===== src/verilog/barrel_config.svh =====
/*
 * Build-time sizes for the barrel processor front end.
 * Thread count, field widths and the output channel credit limit.
 */

`ifndef BARREL_CONFIG_SVH
`define BARREL_CONFIG_SVH

// Number of hardware threads. The pipeline depth equals this value,
// so every thread sees its own feedback just in time for its next turn.
`define BARREL_THREADS      4
`define BARREL_THREAD_BITS  2

// Instruction address width. PCs wrap at this width.
`define BARREL_PC_BITS      10

// Width of each per-thread accumulator.
`define BARREL_ACC_BITS     16

// Credits the output channel grants after reset.
`define BARREL_CREDITS      2

`endif

===== src/verilog/thread_pkg.sv =====
/*
 * Thread-level types shared by the front end.
 * Thread id, PC, accumulator, fetch request, PC feedback and output word.
 */

`default_nettype none

`include "barrel_config.svh"

package thread_pkg;

    typedef logic [`BARREL_THREAD_BITS-1:0] thread_id_t;
    typedef logic [`BARREL_PC_BITS-1:0]     pc_t;
    typedef logic [`BARREL_ACC_BITS-1:0]    acc_t;

    // One instruction fetch, issued each cycle by the PC controller.
    typedef struct packed {
        logic       valid;
        thread_id_t thread;
        pc_t        pc;
    } fetch_t;

    // Outcome of an executed instruction, returned to the PC controller.
    // A low io_ready means the instruction was annulled and must be re-issued.
    typedef struct packed {
        logic       valid;
        thread_id_t thread;
        logic       jump;
        pc_t        jump_target;
        logic       io_ready;
    } feedback_t;

    // One word on the output channel, tagged with the thread that sent it.
    typedef struct packed {
        thread_id_t thread;
        acc_t       value;
    } out_t;

endpackage

`default_nettype wire


===== src/verilog/isa_pkg.sv =====
/*
 * Instruction set types.
 * Opcode encoding, the 16-bit instruction word and the decoded operation.
 */

`default_nettype none

`include "barrel_config.svh"

package isa_pkg;

    // Two-bit opcode field in the top of the instruction word.
    typedef enum logic [1:0] {
        NOP  = 2'b00,
        JMP  = 2'b01,
        ADDI = 2'b10,
        OUT  = 2'b11
    } opcode_e;

    // Instruction word as returned by the instruction memory.
    // Only the low PC-width bits of the operand are used.
    // They hold a jump target or an immediate.
    typedef struct packed {
        opcode_e     opcode;
        logic [1:0]  spare;
        logic [11:0] operand;
    } instr_t;

    // Operation handed from decode to execute.
    // It carries the thread and PC of the fetch that produced it.
    typedef struct packed {
        logic                      valid;
        thread_pkg::thread_id_t    thread;
        thread_pkg::pc_t           pc;
        opcode_e                   opcode;
        logic [`BARREL_PC_BITS-1:0] operand;
    } decoded_t;

endpackage

`default_nettype wire


===== src/verilog/barrel_core.sv =====
/*
 * Top level of the four-thread barrel front end.
 * PC controller, decode, execute and output port.
 */

`timescale 1ns/10ps
`default_nettype none

module barrel_core (
    input  wire                  clock,
    input  wire                  rst_n,
    input  wire isa_pkg::instr_t instr,
    input  wire                  credit_return,
    output thread_pkg::fetch_t   fetch,
    output logic                 out_valid,
    output thread_pkg::out_t     out_data
);
    import thread_pkg::*;
    import isa_pkg::*;

    feedback_t feedback;
    decoded_t  op;
    logic      send;
    out_t      send_data;

    // ----------------------------------------------------------
    // Fetch and decode.
    // ----------------------------------------------------------

    // Fetches leave the core and instruction words come back a cycle later.
    pc_controller pc_controller_i (
        .clock    (clock),
        .rst_n    (rst_n),
        .feedback (feedback),
        .fetch    (fetch)
    );

    instr_decode instr_decode_i (
        .clock (clock),
        .rst_n (rst_n),
        .fetch (fetch),
        .instr (instr),
        .op    (op)
    );

    // ----------------------------------------------------------
    // Execute and output.
    // ----------------------------------------------------------

    thread_execute thread_execute_i (
        .clock         (clock),
        .rst_n         (rst_n),
        .op            (op),
        .credit_return (credit_return),
        .feedback      (feedback),
        .send          (send),
        .send_data     (send_data)
    );

    result_port result_port_i (
        .clock     (clock),
        .rst_n     (rst_n),
        .send      (send),
        .send_data (send_data),
        .out_valid (out_valid),
        .out_data  (out_data)
    );

endmodule

`default_nettype wire


===== src/verilog/result_port.sv =====
/*
 * Output channel register.
 * Drives accepted OUT values to the outside on a registered interface.
 */

`timescale 1ns/10ps
`default_nettype none

module result_port (
    input  wire                   clock,
    input  wire                   rst_n,
    input  wire                   send,
    input  wire thread_pkg::out_t send_data,
    output logic                  out_valid,
    output thread_pkg::out_t      out_data
);
    import thread_pkg::*;

    // The data register only loads on a send.
    // It keeps the last word while the channel is idle.
    always_ff @(posedge clock) begin
        if (send) begin
            out_data <= send_data;
        end
    end

    always_ff @(posedge clock) begin
        if (!rst_n) begin
            out_valid <= 1'b0;
        end else begin
            out_valid <= send;
        end
    end

endmodule

`default_nettype wire


===== src/verilog/thread_execute.sv =====
/*
 * Execute stage.
 * Per-thread accumulators, output credit counter, annulment and PC feedback.
 */

`timescale 1ns/10ps
`default_nettype none

`include "barrel_config.svh"

module thread_execute (
    input  wire                      clock,
    input  wire                      rst_n,
    input  wire isa_pkg::decoded_t   op,
    input  wire                      credit_return,
    output thread_pkg::feedback_t    feedback,
    output logic                     send,
    output thread_pkg::out_t         send_data
);
    import thread_pkg::*;
    import isa_pkg::*;

    localparam int CREDIT_BITS = $clog2(`BARREL_CREDITS + 1);

    acc_t                   acc [`BARREL_THREADS];
    logic [CREDIT_BITS-1:0] credits;
    logic                   is_out;
    logic                   have_credit;
    logic                   annul;

    // ----------------------------------------------------------
    // Output decision.
    // ----------------------------------------------------------

    // A credit pulse in this same cycle counts as available.
    assign is_out      = op.valid && (op.opcode == OUT);
    assign have_credit = (credits != '0) || credit_return;
    assign send        = is_out && have_credit;
    assign annul       = is_out && !have_credit;

    // The value sent is the accumulator as left by the thread's earlier turns.
    assign send_data = '{thread: op.thread, value: acc[op.thread]};

    // ----------------------------------------------------------
    // Credit counter.
    // ----------------------------------------------------------

    // Takes one credit per accepted OUT and gives one back per return pulse.
    always_ff @(posedge clock) begin
        if (!rst_n) begin
            credits <= CREDIT_BITS'(`BARREL_CREDITS);
        end else begin
            credits <= credits - CREDIT_BITS'(send) + CREDIT_BITS'(credit_return);
        end
    end

    // ----------------------------------------------------------
    // Accumulators.
    // ----------------------------------------------------------

    // ADDI zero-extends its immediate. No other opcode touches the accumulator.
    always_ff @(posedge clock) begin
        if (!rst_n) begin
            for (int i = 0; i < `BARREL_THREADS; i++) begin
                acc[i] <= '0;
            end
        end else if (op.valid && (op.opcode == ADDI)) begin
            acc[op.thread] <= acc[op.thread] + acc_t'(op.operand);
        end
    end

    // ----------------------------------------------------------
    // PC feedback.
    // ----------------------------------------------------------

    // Reaches the PC controller on the cycle its thread's next fetch is formed.
    always_ff @(posedge clock) begin
        feedback.thread      <= op.thread;
        feedback.jump        <= (op.opcode == JMP);
        feedback.jump_target <= op.operand;
        feedback.io_ready    <= !annul;
        if (!rst_n) begin
            feedback.valid <= 1'b0;
        end else begin
            feedback.valid <= op.valid;
        end
    end

    // The outside must never return more credits than it was given.
    credit_count_bounded: assert property (@(posedge clock) disable iff (!rst_n)
        credits <= CREDIT_BITS'(`BARREL_CREDITS))
        else $error("credit count %0d above limit", credits);

endmodule

`default_nettype wire


===== src/verilog/instr_decode.sv =====
/*
 * Instruction decode stage.
 * Pairs each returned instruction word with its fetch and registers the result.
 */

`timescale 1ns/10ps
`default_nettype none

`include "barrel_config.svh"

module instr_decode (
    input  wire                     clock,
    input  wire                     rst_n,
    input  wire thread_pkg::fetch_t fetch,
    input  wire isa_pkg::instr_t    instr,
    output isa_pkg::decoded_t       op
);
    import thread_pkg::*;
    import isa_pkg::*;

    fetch_t fetch_q;

    // ----------------------------------------------------------
    // Fetch alignment.
    // ----------------------------------------------------------

    // The memory answers one cycle after the fetch.
    // Holding the fetch for a cycle lines it up with the word it requested.
    always_ff @(posedge clock) begin
        fetch_q.thread <= fetch.thread;
        fetch_q.pc     <= fetch.pc;
        if (!rst_n) begin
            fetch_q.valid <= 1'b0;
        end else begin
            fetch_q.valid <= fetch.valid;
        end
    end

    // ----------------------------------------------------------
    // Decode register.
    // ----------------------------------------------------------

    // Spare bits and the top of the operand field are dropped here.
    always_ff @(posedge clock) begin
        op.thread  <= fetch_q.thread;
        op.pc      <= fetch_q.pc;
        op.opcode  <= instr.opcode;
        op.operand <= instr.operand[`BARREL_PC_BITS-1:0];
        if (!rst_n) begin
            op.valid <= 1'b0;
        end else begin
            op.valid <= fetch_q.valid;
        end
    end

    // The instruction memory must answer every valid fetch with a real opcode.
    decoded_opcode_legal: assert property (@(posedge clock) disable iff (!rst_n)
        op.valid |-> (!$isunknown(op.opcode) && (op.opcode inside {NOP, JMP, ADDI, OUT})))
        else $error("illegal opcode for thread %0d at pc %0d", op.thread, op.pc);

endmodule

`default_nettype wire


===== src/verilog/pc_controller.sv =====
/*
 * Per-thread program counter controller.
 * Round-robin thread counter, PC table, PC selection and fetch register.
 */

`timescale 1ns/10ps
`default_nettype none

`include "barrel_config.svh"

module pc_controller (
    input  wire                        clock,
    input  wire                        rst_n,
    input  wire thread_pkg::feedback_t feedback,
    output thread_pkg::fetch_t         fetch
);
    import thread_pkg::*;

    // Each table entry keeps the PC last issued for a thread and the PC after it.
    // The issued PC is kept so that an annulled instruction can run again.
    typedef struct packed {
        pc_t issued;
        pc_t next;
    } pc_entry_t;

    thread_id_t thread_q;
    pc_entry_t  pc_table [`BARREL_THREADS];
    pc_entry_t  entry;
    pc_t        sel_pc;

    // ----------------------------------------------------------
    // Thread counter.
    // ----------------------------------------------------------

    // Holds the thread whose fetch is being formed this cycle.
    // It shows up on the fetch port one cycle later.
    always_ff @(posedge clock) begin
        if (!rst_n) begin
            thread_q <= '0;
        end else if (thread_q == thread_id_t'(`BARREL_THREADS - 1)) begin
            thread_q <= '0;
        end else begin
            thread_q <= thread_q + thread_id_t'(1);
        end
    end

    // ----------------------------------------------------------
    // PC selection.
    // ----------------------------------------------------------

    assign entry = pc_table[thread_q];

    // Feedback for this thread arrives exactly when its next fetch is formed.
    // Without valid feedback the thread just moves on sequentially.
    always_comb begin
        if (!feedback.valid) begin
            sel_pc = entry.next;
        end else if (!feedback.io_ready) begin
            // Annulled, so the same instruction goes out again.
            sel_pc = entry.issued;
        end else if (feedback.jump) begin
            sel_pc = feedback.jump_target;
        end else begin
            sel_pc = entry.next;
        end
    end

    // ----------------------------------------------------------
    // PC table and fetch register.
    // ----------------------------------------------------------

    // All threads start at PC 0 after reset.
    always_ff @(posedge clock) begin
        if (!rst_n) begin
            for (int i = 0; i < `BARREL_THREADS; i++) begin
                pc_table[i] <= '0;
            end
        end else begin
            pc_table[thread_q] <= '{issued: sel_pc, next: sel_pc + pc_t'(1)};
        end
    end

    // The fetch register presents the thread and PC formed this cycle
    // to the instruction memory.
    always_ff @(posedge clock) begin
        fetch.thread <= thread_q;
        fetch.pc     <= sel_pc;
        if (!rst_n) begin
            fetch.valid <= 1'b0;
        end else begin
            fetch.valid <= 1'b1;
        end
    end

    // Pipeline depth equals thread count, so feedback always lines up with its own thread.
    feedback_thread_aligned: assert property (@(posedge clock) disable iff (!rst_n)
        feedback.valid |-> (feedback.thread == thread_q))
        else $error("feedback for thread %0d arrived on turn of thread %0d",
                    feedback.thread, thread_q);

endmodule

`default_nettype wire


===== config.mk =====
export PLATFORM = sky130hd
export DESIGN_NAME = barrel_core
export DESIGN_NICKNAME = d
export VERILOG_FILES = /design/src/verilog/thread_pkg.sv /design/src/verilog/isa_pkg.sv /design/src/verilog/barrel_core.sv /design/src/verilog/result_port.sv /design/src/verilog/thread_execute.sv /design/src/verilog/instr_decode.sv /design/src/verilog/pc_controller.sv
export VERILOG_INCLUDE_DIRS = /design/src /design/src/verilog
export SDC_FILE = /design/constraint.sdc
export NUM_CORES = 1
export LEC_CHECK = 0
export BUFFER_PORTS_ARGS = -buffer_cell sky130_fd_sc_hd__clkbuf_2
export CAP_MARGIN = 10
export CELL_PAD_IN_SITES_DETAIL_PLACEMENT = 1
export CELL_PAD_IN_SITES_GLOBAL_PLACEMENT = 1
export CORE_AREA = 2 2 161 163
export CTS_BUF_LIST = sky130_fd_sc_hd__clkbuf_16
export DETAILED_ROUTE_END_ITERATION = 6
export DIE_AREA = 0 0 163 165
export PLACE_DENSITY = 0.62
export SLEW_MARGIN = 30
export SYNTH_ARGS = -nofsm -noshare
export SYNTH_HDL_FRONTEND = slang
export SYNTH_SLANG_ARGS = --single-unit

===== constraint.sdc =====
create_clock -name clock -period 4.3 [get_ports clock]
set_input_delay 0.43 -clock clock [delete_from_list [all_inputs] [get_ports clock]]
set_output_delay 0.43 -clock clock [all_outputs]
set_load 0.01 [all_outputs]

Word-level counts from Yosys, hierarchy flattened
Memory sizes are Yosys's and may differ from the RTL's. A register that Yosys moved wholly into a read port is not among the register bits.
Index checks and enable logic that the tools add are counted.
- flip-flop bits (word level): 67
- input bits: 19
- bits in writable memories: 144
- memories kept: 2
- equal/unequal tests: 4
- bitwise logic cells: 1
- reduce and logical (&&, ||, !) cells: 11
- $add $sub $neg: 5
- muxes and demuxes: 15
- memory list (memory ; words ; bits a word ; read ports ; clocked after Yosys merged registers in ; wr ports ; RTL line ; text):
    pc_controller_i.pc_table ; 4 ; 20 ; 1 ; 1 ; 4 ; pc_controller.sv:27 ; pc_entry_t pc_table [`BARREL_THREADS];
    thread_execute_i.acc ; 4 ; 16 ; 1 ; 1 ; 4 ; thread_execute.sv:25 ; acc_t acc [`BARREL_THREADS];
- operator list (cell ; count):
    10-bit two-way mux ; 3
    20-bit two-way mux ; 1
    20-bit OR reduction ; 1
    16-bit by 10-bit adder with 16-bit output ; 1
    16-bit two-way mux ; 1
    16-bit OR reduction ; 1
    10-bit by 1-bit adder with 10-bit output, second input constant ; 1
    1-bit two-way mux ; 7
    2-bit equality test, second input constant ; 3
    2-bit two-way mux ; 3
    1-bit logical AND ; 4
    2-bit by 1-bit adder with 2-bit output ; 1
    2-bit by 1-bit adder with 2-bit output, second input constant ; 1
    2-bit by 1-bit equality test with 1-bit output, second input constant ; 1
    1-bit zero test ; 2
    2-bit nonzero test ; 1
    2-bit OR reduction ; 1
    2-bit by 1-bit subtractor with 2-bit output ; 1
    1-bit logical OR ; 1
    1-bit inverter ; 1

Longest topological paths before layout
Gate-level depths: netlist (run 1).
- word-level depth: 7
- mapped depth: 12
- depth with buffers taken out: 9

Modules after synthesis
Synthesis (run 1) repeated with hierarchy kept, for this count alone.
- cell total of the unflattened synthesis: 672
- area, all modules: 9475.3 sq um
- by module, submodules not included (module ; area an instance (sq um) ; cells an instance ; seq. area each (sq um) ; instances):
    pc_controller ; 4360.4 ; 323 ; 2702.6 ; 1
    thread_execute ; 3774.9 ; 289 ; 2262.2 ; 1
    instr_decode ; 773.2 ; 40 ; 760.7 ; 1
    result_port ; 566.8 ; 20 ; 560.5 ; 1

Worst setup path before layout (run 1)
No wires, ideal clock.
- kind: reg2reg
- start: register instr_decode_i.op[22] (netlist name)
- end: memory thread_execute_i.acc[2][10] in the netlist's numbering (data pin)
- arrival time: 3369 ps
- slack: 666 ps
- cell stages (with the launch flop): 12
- required time: 4035 ps
- period minus slack after synthesis: 3634 ps
- cell sequence: dfxtp_1 -> buf_2 -> buf_1 -> mux4_2 -> ha_1 -> fa_1 -> a21o_1 -> a21oi_1 -> o21ai_0 -> a21oi_1 -> xor2_1 -> nor2_1
- RTL lines (item ; RTL line):
    end: declaration ; thread_execute.sv:25

==> flow_summary.ini, run 1 <==
[logic_synthesis]
ys.flop_type = edfxtp_1
synthesis.area_um2 = 8687
synth_most_common_cell = edfxtp_1
synth-seq-area-share_pct = 67.29
synth_area_leaders = edfxtp_1 56%, dfxtp_1 11%, mux4_2 7.8%
syn_area_per_cell_um2 = 13.90
netlist.area_leader.share_pct = 56.00
synth_fp_nets = 659
synth.largest_area_cell = edfxtp_1
synth_edf_count = 162
synth_cells = 625
async_reset_ff_share_pct = 0
yosysWarningCount = 0
synth_common_cells = 162 x edfxtp_1, 114 x nor2_1, 49 x dfxtp_1, 35 x a21oi_1, 30 x mux4_2
ys_ff_latch = 211
ys_types = 49

[route]
route.detailed.drc = 0
met1_length_um = 9632
drt_iter0_drc = 349
wl_met2_um = 11480
ant_nets = 0
vias_per_cell = 5.173
post_drt_wl_per_cell_um = 21.52
drt_wl_total_um = 22470
dr_total_vias = 5401
wl_met3_um = 811
drt-pass1-iter-count = 4
maxUsedRoutingLayer = met4

[hold_path]
min-delay-path-class = in -> reg
hold_depth = 1
hold_path_end = instr_decode_i.op[2]
min-delay-start = instr[2]

[clocking]
clkSlewWorstSetupHoldPaths_ns = 0.06
post_cts_buffers = 0
cts_tree = done
cts_sinks = 211
cts_resized = 0
cts_buffer_depth = 3
cts.htree.levels = 1
cts_buffers = 24
clock_latency_ns = 0.51
root_buffer = clkbuf_16

[timing]
slew_violations = 0
setup_ws_ns = 0.8739
slew_headroom_pct = 38.99
rsz0062_at_grt = false
fmaxAchievable_ghz = 0.2919
hold_violations = 0
post-route-period-util_pct = 79.68
finalSetupTns_ns = 0
tightestPinTransition_ns = 0.9152
min_period_ns = 3.426
fin_skew_ns = 0.008130
finalSetupViolations = 0

[floorplan]
initial_core_util_pct = 34.70
io_pins = 51
row_count = 58
die-area_um2 = 26900
core_um2 = 25040
die_w_um = 163
fp.dieH_um = 165

[worst_setup_path]
rr_endpoint = thread_execute_i.acc[3][15]
crit_path_start_kind = flop
critPathRequiredTime_ns = 4.65
r2r-start = instr_decode_i.op[22]
cp_max_fo = 18
r2r_slack_ns = 0.87
arrival_ns = 3.78
critical_path_class = reg -> reg
cp-end-kind = flop
r2r_cells = 8
crit_path_start = instr_decode_i.op[22]

[run_status]
outcome = finished, final reports clean

[cells_and_area]
antennaDiodeCount = 0
fillCellCount = 2613
area_growth_syn_to_layout_pct = 18.41
final_nets = 730
drive_gt1_share_pct = 21.57

[power_and_ir_drop]
p_int_w = 0.003970
ir_drop_mv = 0.2788
p_seq_share_pct = 45.8
total_power_w = 0.005289
p_sw_share_pct = 24.95
pwr-share-clk_pct = 40.9
p_switching_w = 0.001320
power_density_nw_per_um2 = 514.2
pwr-share-comb_pct = 13.3
leakage_nw = 3.953

[place]
dp_hpwl_um = 14470
gp_congestion = 0.7880
portBuffers = 46
pre_cts_ws_ns = 0.8490

[grt]
overflow = 0
grt_pass1_wl_um = 34870
grt_max_degree = 22
grt_pass1_vias = 5985
antenna_found_initial = 0
grt_util_all_layers_pct = 17.20

[flow_run]
max_cap_violations = 0
## layout by cell type (no fill, tap or decap), drive strengths merged, types with 5 or more instances in the layout
| cell type | instances |
|---|---|
| nor2 | 114 |
| ha | 14 |
| nor3 | 17 |
| clkinv | 6 |
| nand2b | 6 |
| bufinv | 5 |
| a21o | 6 |
| and2 | 5 |
| buf | 25 |
| inv | 30 |
| o21ai | 10 |
| mux4 | 30 |
| nand3b | 6 |
| mux2 | 8 |
| mux2i | 12 |
| clkbuf | 71 |
| xnor2 | 8 |
| xor2 | 5 |
| or3 | 6 |
| nand2 | 29 |
| edfxtp | 162 |
| o22ai | 8 |
| dfxtp | 49 |
| a21oi | 35 |
## repair_timing
item | in CTS | in global routing
hold buffers | 4 | 0
hold endpoints to repair | 4 | 0
endpoints found under the setup margin | 0 | 0
## power groups by stage
stage | registers [W] | logic (W) | clock network, W
finish | 0.00242 | 0.000703 | 0.00216
global route | 0.00244 | 0.000779 | 0.00227
CTS | 0.00243 | 0.000711 | 0.00220
detailed placement | 0.00247 | 0.000702 | 0
global placement | 0.00246 | 0.000677 | 0
floorplan | 0.00245 | 0.000470 | 0
## layer usage
| metal | vias to the layer above | GRT usage [%] |
|---|---|---|
| met5 | - | 0 |
| met1 | 2788 | 22.06 |
| met3 | 37 | 2.160 |
| met2 | 115 | 30.62 |
| li1 | 2461 | - |
| met4 | 0 | 4.948 |
## kinds of logic (layout without fill, tap and decap cells)
kind of cell / Yosys count / in the layout / synth area share, %
DFF: 211 / 211 / 67.29
buffers and inverters: 54 / 143 / 2.607
xor gates and xnor gates: 13 / 13 / 1.311
adders and majority gates: 15 / 15 / 2.247
muxes: 50 / 50 / 10.20
AOI/OAI and AO/OA: 79 / 79 / 5.574
and+or+nand+nor: 203 / 203 / 10.77
## stage by stage
step / hold slack, ns / cells / utilization (%) / area (um2)
floorplan: 0.3096 / 625 / - / 8687
global placement: 0.3237 / 996 / 37.50 / 9389
detailed placement: 0.3157 / 996 / 37.53 / 9397
CTS: 0.0006525 / 1044 / 41.06 / 10280
global route: 0.01109 / 1044 / 41.08 / 10290
finish: 0.02001 / 1044 / 41.08 / 10290
## flip-flops by register name, summed over array words and instances (netlist names)
register and count:
thread_execute_i.credits 2, instr_decode_i.op 15, thread_execute_i.feedback 13, result_port_i.out_valid 1, pc_controller_i.pc_table 80, pc_controller_i.fetch 13
pc_controller_i.thread_q 2, instr_decode_i.fetch_q 3, thread_execute_i.acc 64, result_port_i.out_data 18
## worst max-delay path by stage
stage	to	slack, ns	cells after the start
detailed placement	thread_execute_i.acc[3][10]	0.85	9
global placement	thread_execute_i.acc[2][10]	0.92	9
floorplan	thread_execute_i.acc[2][10]	0.67	11
finish	thread_execute_i.acc[3][15]	0.87	8
CTS	thread_execute_i.acc[3][15]	0.83	8
global route	thread_execute_i.acc[0][14]	0.59	9
## final cells by class
class                           count  area [um2]  share of cell area (%)
Clock buffer                       25       625.6                   6.082
Inverter                           24       90.09                  0.8758
Clock inverter                     19       217.7                   2.117
Timing Repair Buffer               75       457.9                   4.452
Sequential cell                   211        5846                   56.83
Multi-Input combinational cell    360        2636                   25.63
Tap cell                          330       412.9                   4.014
## worst max-delay path, cell delays in order (launching register included)
cell,delay (ns)
dfxtp_1,0.46
buf_4,0.40
mux4_2,0.60
ha_1,0.32
inv_1,0.07
o21ai_0,0.30
a21oi_1,0.26
or4_1,0.62
a21oi_1,0.21
(Power assumes the default switching activity.)
==> run 2: changes to the inputs <==
ABC_AREA = 1   (was default)
CORE_AREA = 2 2 165 167   (was 2 2 161 163)
DIE_AREA = 0 0 167 169   (was 0 0 163 165)
PLACE_DENSITY = 0.64   (was 0.62)
clock period = 3.41 ns   (was 4.3 ns; I/O delays follow)
==> flow_summary.ini, run 2 <==
[run_status]
outcome = finished, final reports clean

[worst_setup_path]
r2r-start = instr_decode_i.op[22]
cp-end-kind = flop
arrival_ns = 3.32
rr_endpoint = thread_execute_i.acc[2][11]
critical-path-slowest-cell = dfxtp_1
r2r_slack_ns = 0.35
crit_buf_inv = 1
crit_end = thread_execute_i.acc[2][11]
cp_num_cells = 12
max_stage_delay_ns = 0.49
critPathRequiredTime_ns = 3.68
crit_family = compound AO/OA/AOI/OAI gates
r2r_cells = 12
cp_max_fo = 15
crit_top_cell = nand2_1
crit_path_start_kind = flop
critical_path_class = reg -> reg
crit_path_start = instr_decode_i.op[22]
cp_cell_sequence = buf_4 > o21ai_0 > o22ai_1 > ha_1 > a21oi_1 > o21ai_0 > nand2_1 > nand3_1 > nand2_1 > nand2_1 > xnor2_1 > nor2_1

[grt]
grt_pass1_vias = 6745
grt_util_all_layers_pct = 17.49
grt_pass1_wl_um = 38190
antenna_found_initial = 0
overflow = 0
grt_max_degree = 40

[power_and_ir_drop]
power_density_nw_per_um2 = 645.2
leakage_nw = 4.445
ir_drop_mv = 0.4240

[cells_and_area]
regMostFlops = pc_controller_i.pc_table
final_nets = 1002
finalCoreUtilization_pct = 40.73
final_common_cell = nand2_1
fillCellCount = 2969
antennaDiodeCount = 0
final_cell_mix = 178 x nand2_1, 177 x nor2_1, 162 x edfxtp_1
area_growth_syn_to_layout_pct = 18.00
largest_reg_flops = 80
drive_gt1_share_pct = 17.22
multi_input_area_um2 = 2786
largestRegisters = pc_controller_i.pc_table x80, thread_execute_i.acc x64, result_port_i.out_data x18
ff_latch_area_um2 = 5847

[logic_synthesis]
ys_types = 49
synth_area_leaders = edfxtp_1 53%, dfxtp_1 11%, nor2_1 7.3%
synth_common_cells = 179 x nor2_1, 178 x nand2_1, 162 x edfxtp_1, 67 x inv_1, 49 x dfxtp_1
async_reset_ff_share_pct = 0
synth_most_common_cell = nor2_1
synth-seq-area-share_pct = 63.90
netlist.area_leader.share_pct = 53.18
yosysWarningCount = 0
synthesis.area_um2 = 9148
ys.flop_type = edfxtp_1
synth_fp_nets = 921
ys_ff_latch = 211
synth_cells = 887
synth.largest_area_cell = edfxtp_1
syn_area_per_cell_um2 = 10.31
synth_edf_count = 162

[clocking]
root_buffer = clkbuf_16
cts_buffers = 25
cts_buffer_depth = 3
clkSlewWorstSetupHoldPaths_ns = 0.06
cts.htree.levels = 1
post_cts_buffers = 0
cts_tree = done
clock_latency_ns = 0.54
cts_sinks = 211

[timing]
min_period_ns = 3.055
slew_violations = 0
fin_skew_ns = 0.02050
tightestPinTransition_ns = 0.6977
fmaxAchievable_ghz = 0.3273
post-route-period-util_pct = 89.59
hold_violations = 0
rsz0062_at_grt = false
finalSetupViolations = 0
slew_headroom_pct = 53.44
finalSetupTns_ns = 0

[floorplan]
fp.dieH_um = 169
die-area_um2 = 28220
core_um2 = 26500
io_pins = 51
initial_core_util_pct = 34.52
row_count = 60
die_w_um = 167

[flow_run]
max_cap_violations = 0

[route]
ant_nets = 0
dr_total_vias = 6513
vias_per_cell = 4.904
drt-pass1-iter-count = 4
drt_iter0_drc = 311
route.detailed.drc = 0
post_drt_wl_per_cell_um = 18.25
drt_wl_total_um = 24240

[hold_path]
min-delay-path-class = in -> reg

[place]
portBuffers = 46
dp_hpwl_um = 15690
gp_congestion = 0.7966
## run 2: changes by cell type in the layout (fill, tap and decap cells not counted), moves of 9 or more
cell / previous run / this run
a21oi_1: 35 / 21
o21ai_1: 0 / 9
mux2i_1: 12 / 0
nor3_1: 16 / 6
o211ai_1: 0 / 9
nor2_1: 113 / 177
o21ai_0: 10 / 23
mux4_2: 30 / 0
nand2_1: 26 / 178
nand3_1: 3 / 44
nand2_2: 3 / 13
inv_1: 30 / 75
## run 2: timing repair
| item | CTS | global route |
|---|---|---|
| hold endpoints to repair | 12 | 0 |
| setup endpoints to repair | 0 | 9 |
| resized for setup | 0 | 2 |
| hold buffers | 12 | 0 |
## run 2: worst min path at each step
stage                               start                           end  slack [ns]  cells after the start
3_5_place_dp   instr_decode_i.fetch_q[10]         instr_decode_i.op[22]        0.31                      0
6_report                    credit_return  thread_execute_i.feedback[0]        0.08                      3
3_3_place_gp   instr_decode_i.fetch_q[11]         instr_decode_i.op[23]        0.32                      0
2_1_floorplan  instr_decode_i.fetch_q[10]         instr_decode_i.op[22]        0.31                      0
5_1_grt                     credit_return  thread_execute_i.feedback[0]        0.12                      3
4_1_cts                     credit_return  thread_execute_i.feedback[0]        0.05                      3
## run 2: through the flow
stage          worst slack (ns)  std cells  cell area (um2)  hold slack, ns  power, W
2_1_floorplan            0.6021        887             9148          0.3096  0.003923
3_5_place_dp             0.1536       1270             9836          0.3135  0.004310
6_report                 0.3549       1328            10790         0.07765  0.006964
4_1_cts                  0.1213       1328            10790         0.05483  0.007035
5_1_grt                 0.02906       1328            10790          0.1243  0.007284
3_3_place_gp             0.2698       1270             9836          0.3175  0.004281
## run 2: layer usage
metal,GRT usage [%],share of wire (%)
met2,29.20,47
met5,0,0
met4,5.210,2.2
met1,23.70,46
met3,2.572,4.7
## run 2: worst register-to-register path, stage by stage, from the launching register on
cell	delay, ns
dfxtp_1	0.49
buf_4	0.28
o21ai_0	0.12
o22ai_1	0.34
ha_1	0.35
a21oi_1	0.21
o21ai_0	0.13
nand2_1	0.07
nand3_1	0.16
nand2_1	0.11
nand2_1	0.12
xnor2_1	0.34
nor2_1	0.08
## run 2: power breakdown
part	switching (W)	leakage (nW)	total (W)	internal [W]
clock	0.00106	0.433	0.00270	0.00164
sequential	0.0000708	2.07	0.00308	0.00301
combinational	0.000825	1.95	0.00118	0.000358
total	0.00196	4.45	0.00696	0.00501
## run 2: area by class of cell
cell class | instances | share of cell area, %
Clock buffer | 25 | 5.796
Sequential cell | 211 | 54.17
Tap cell | 341 | 3.953
Multi-Input combinational cell | 563 | 25.81
Inverter | 76 | 2.666
Clock inverter | 21 | 1.947
Timing Repair Buffer | 91 | 5.657
## run 2: cell families (layout without fill, tap and decap cells)
| logic type | after synthesis | in the layout | synth area share (%) |
|---|---|---|---|
| flops | 211 | 211 | 63.90 |
| fa+ha+maj | 15 | 15 | 2.134 |
| xor+xnor | 9 | 9 | 0.9438 |
| buf+inv | 113 | 213 | 5.690 |
| simple gates | 444 | 444 | 20.16 |
| compound gates | 95 | 95 | 7.168 |
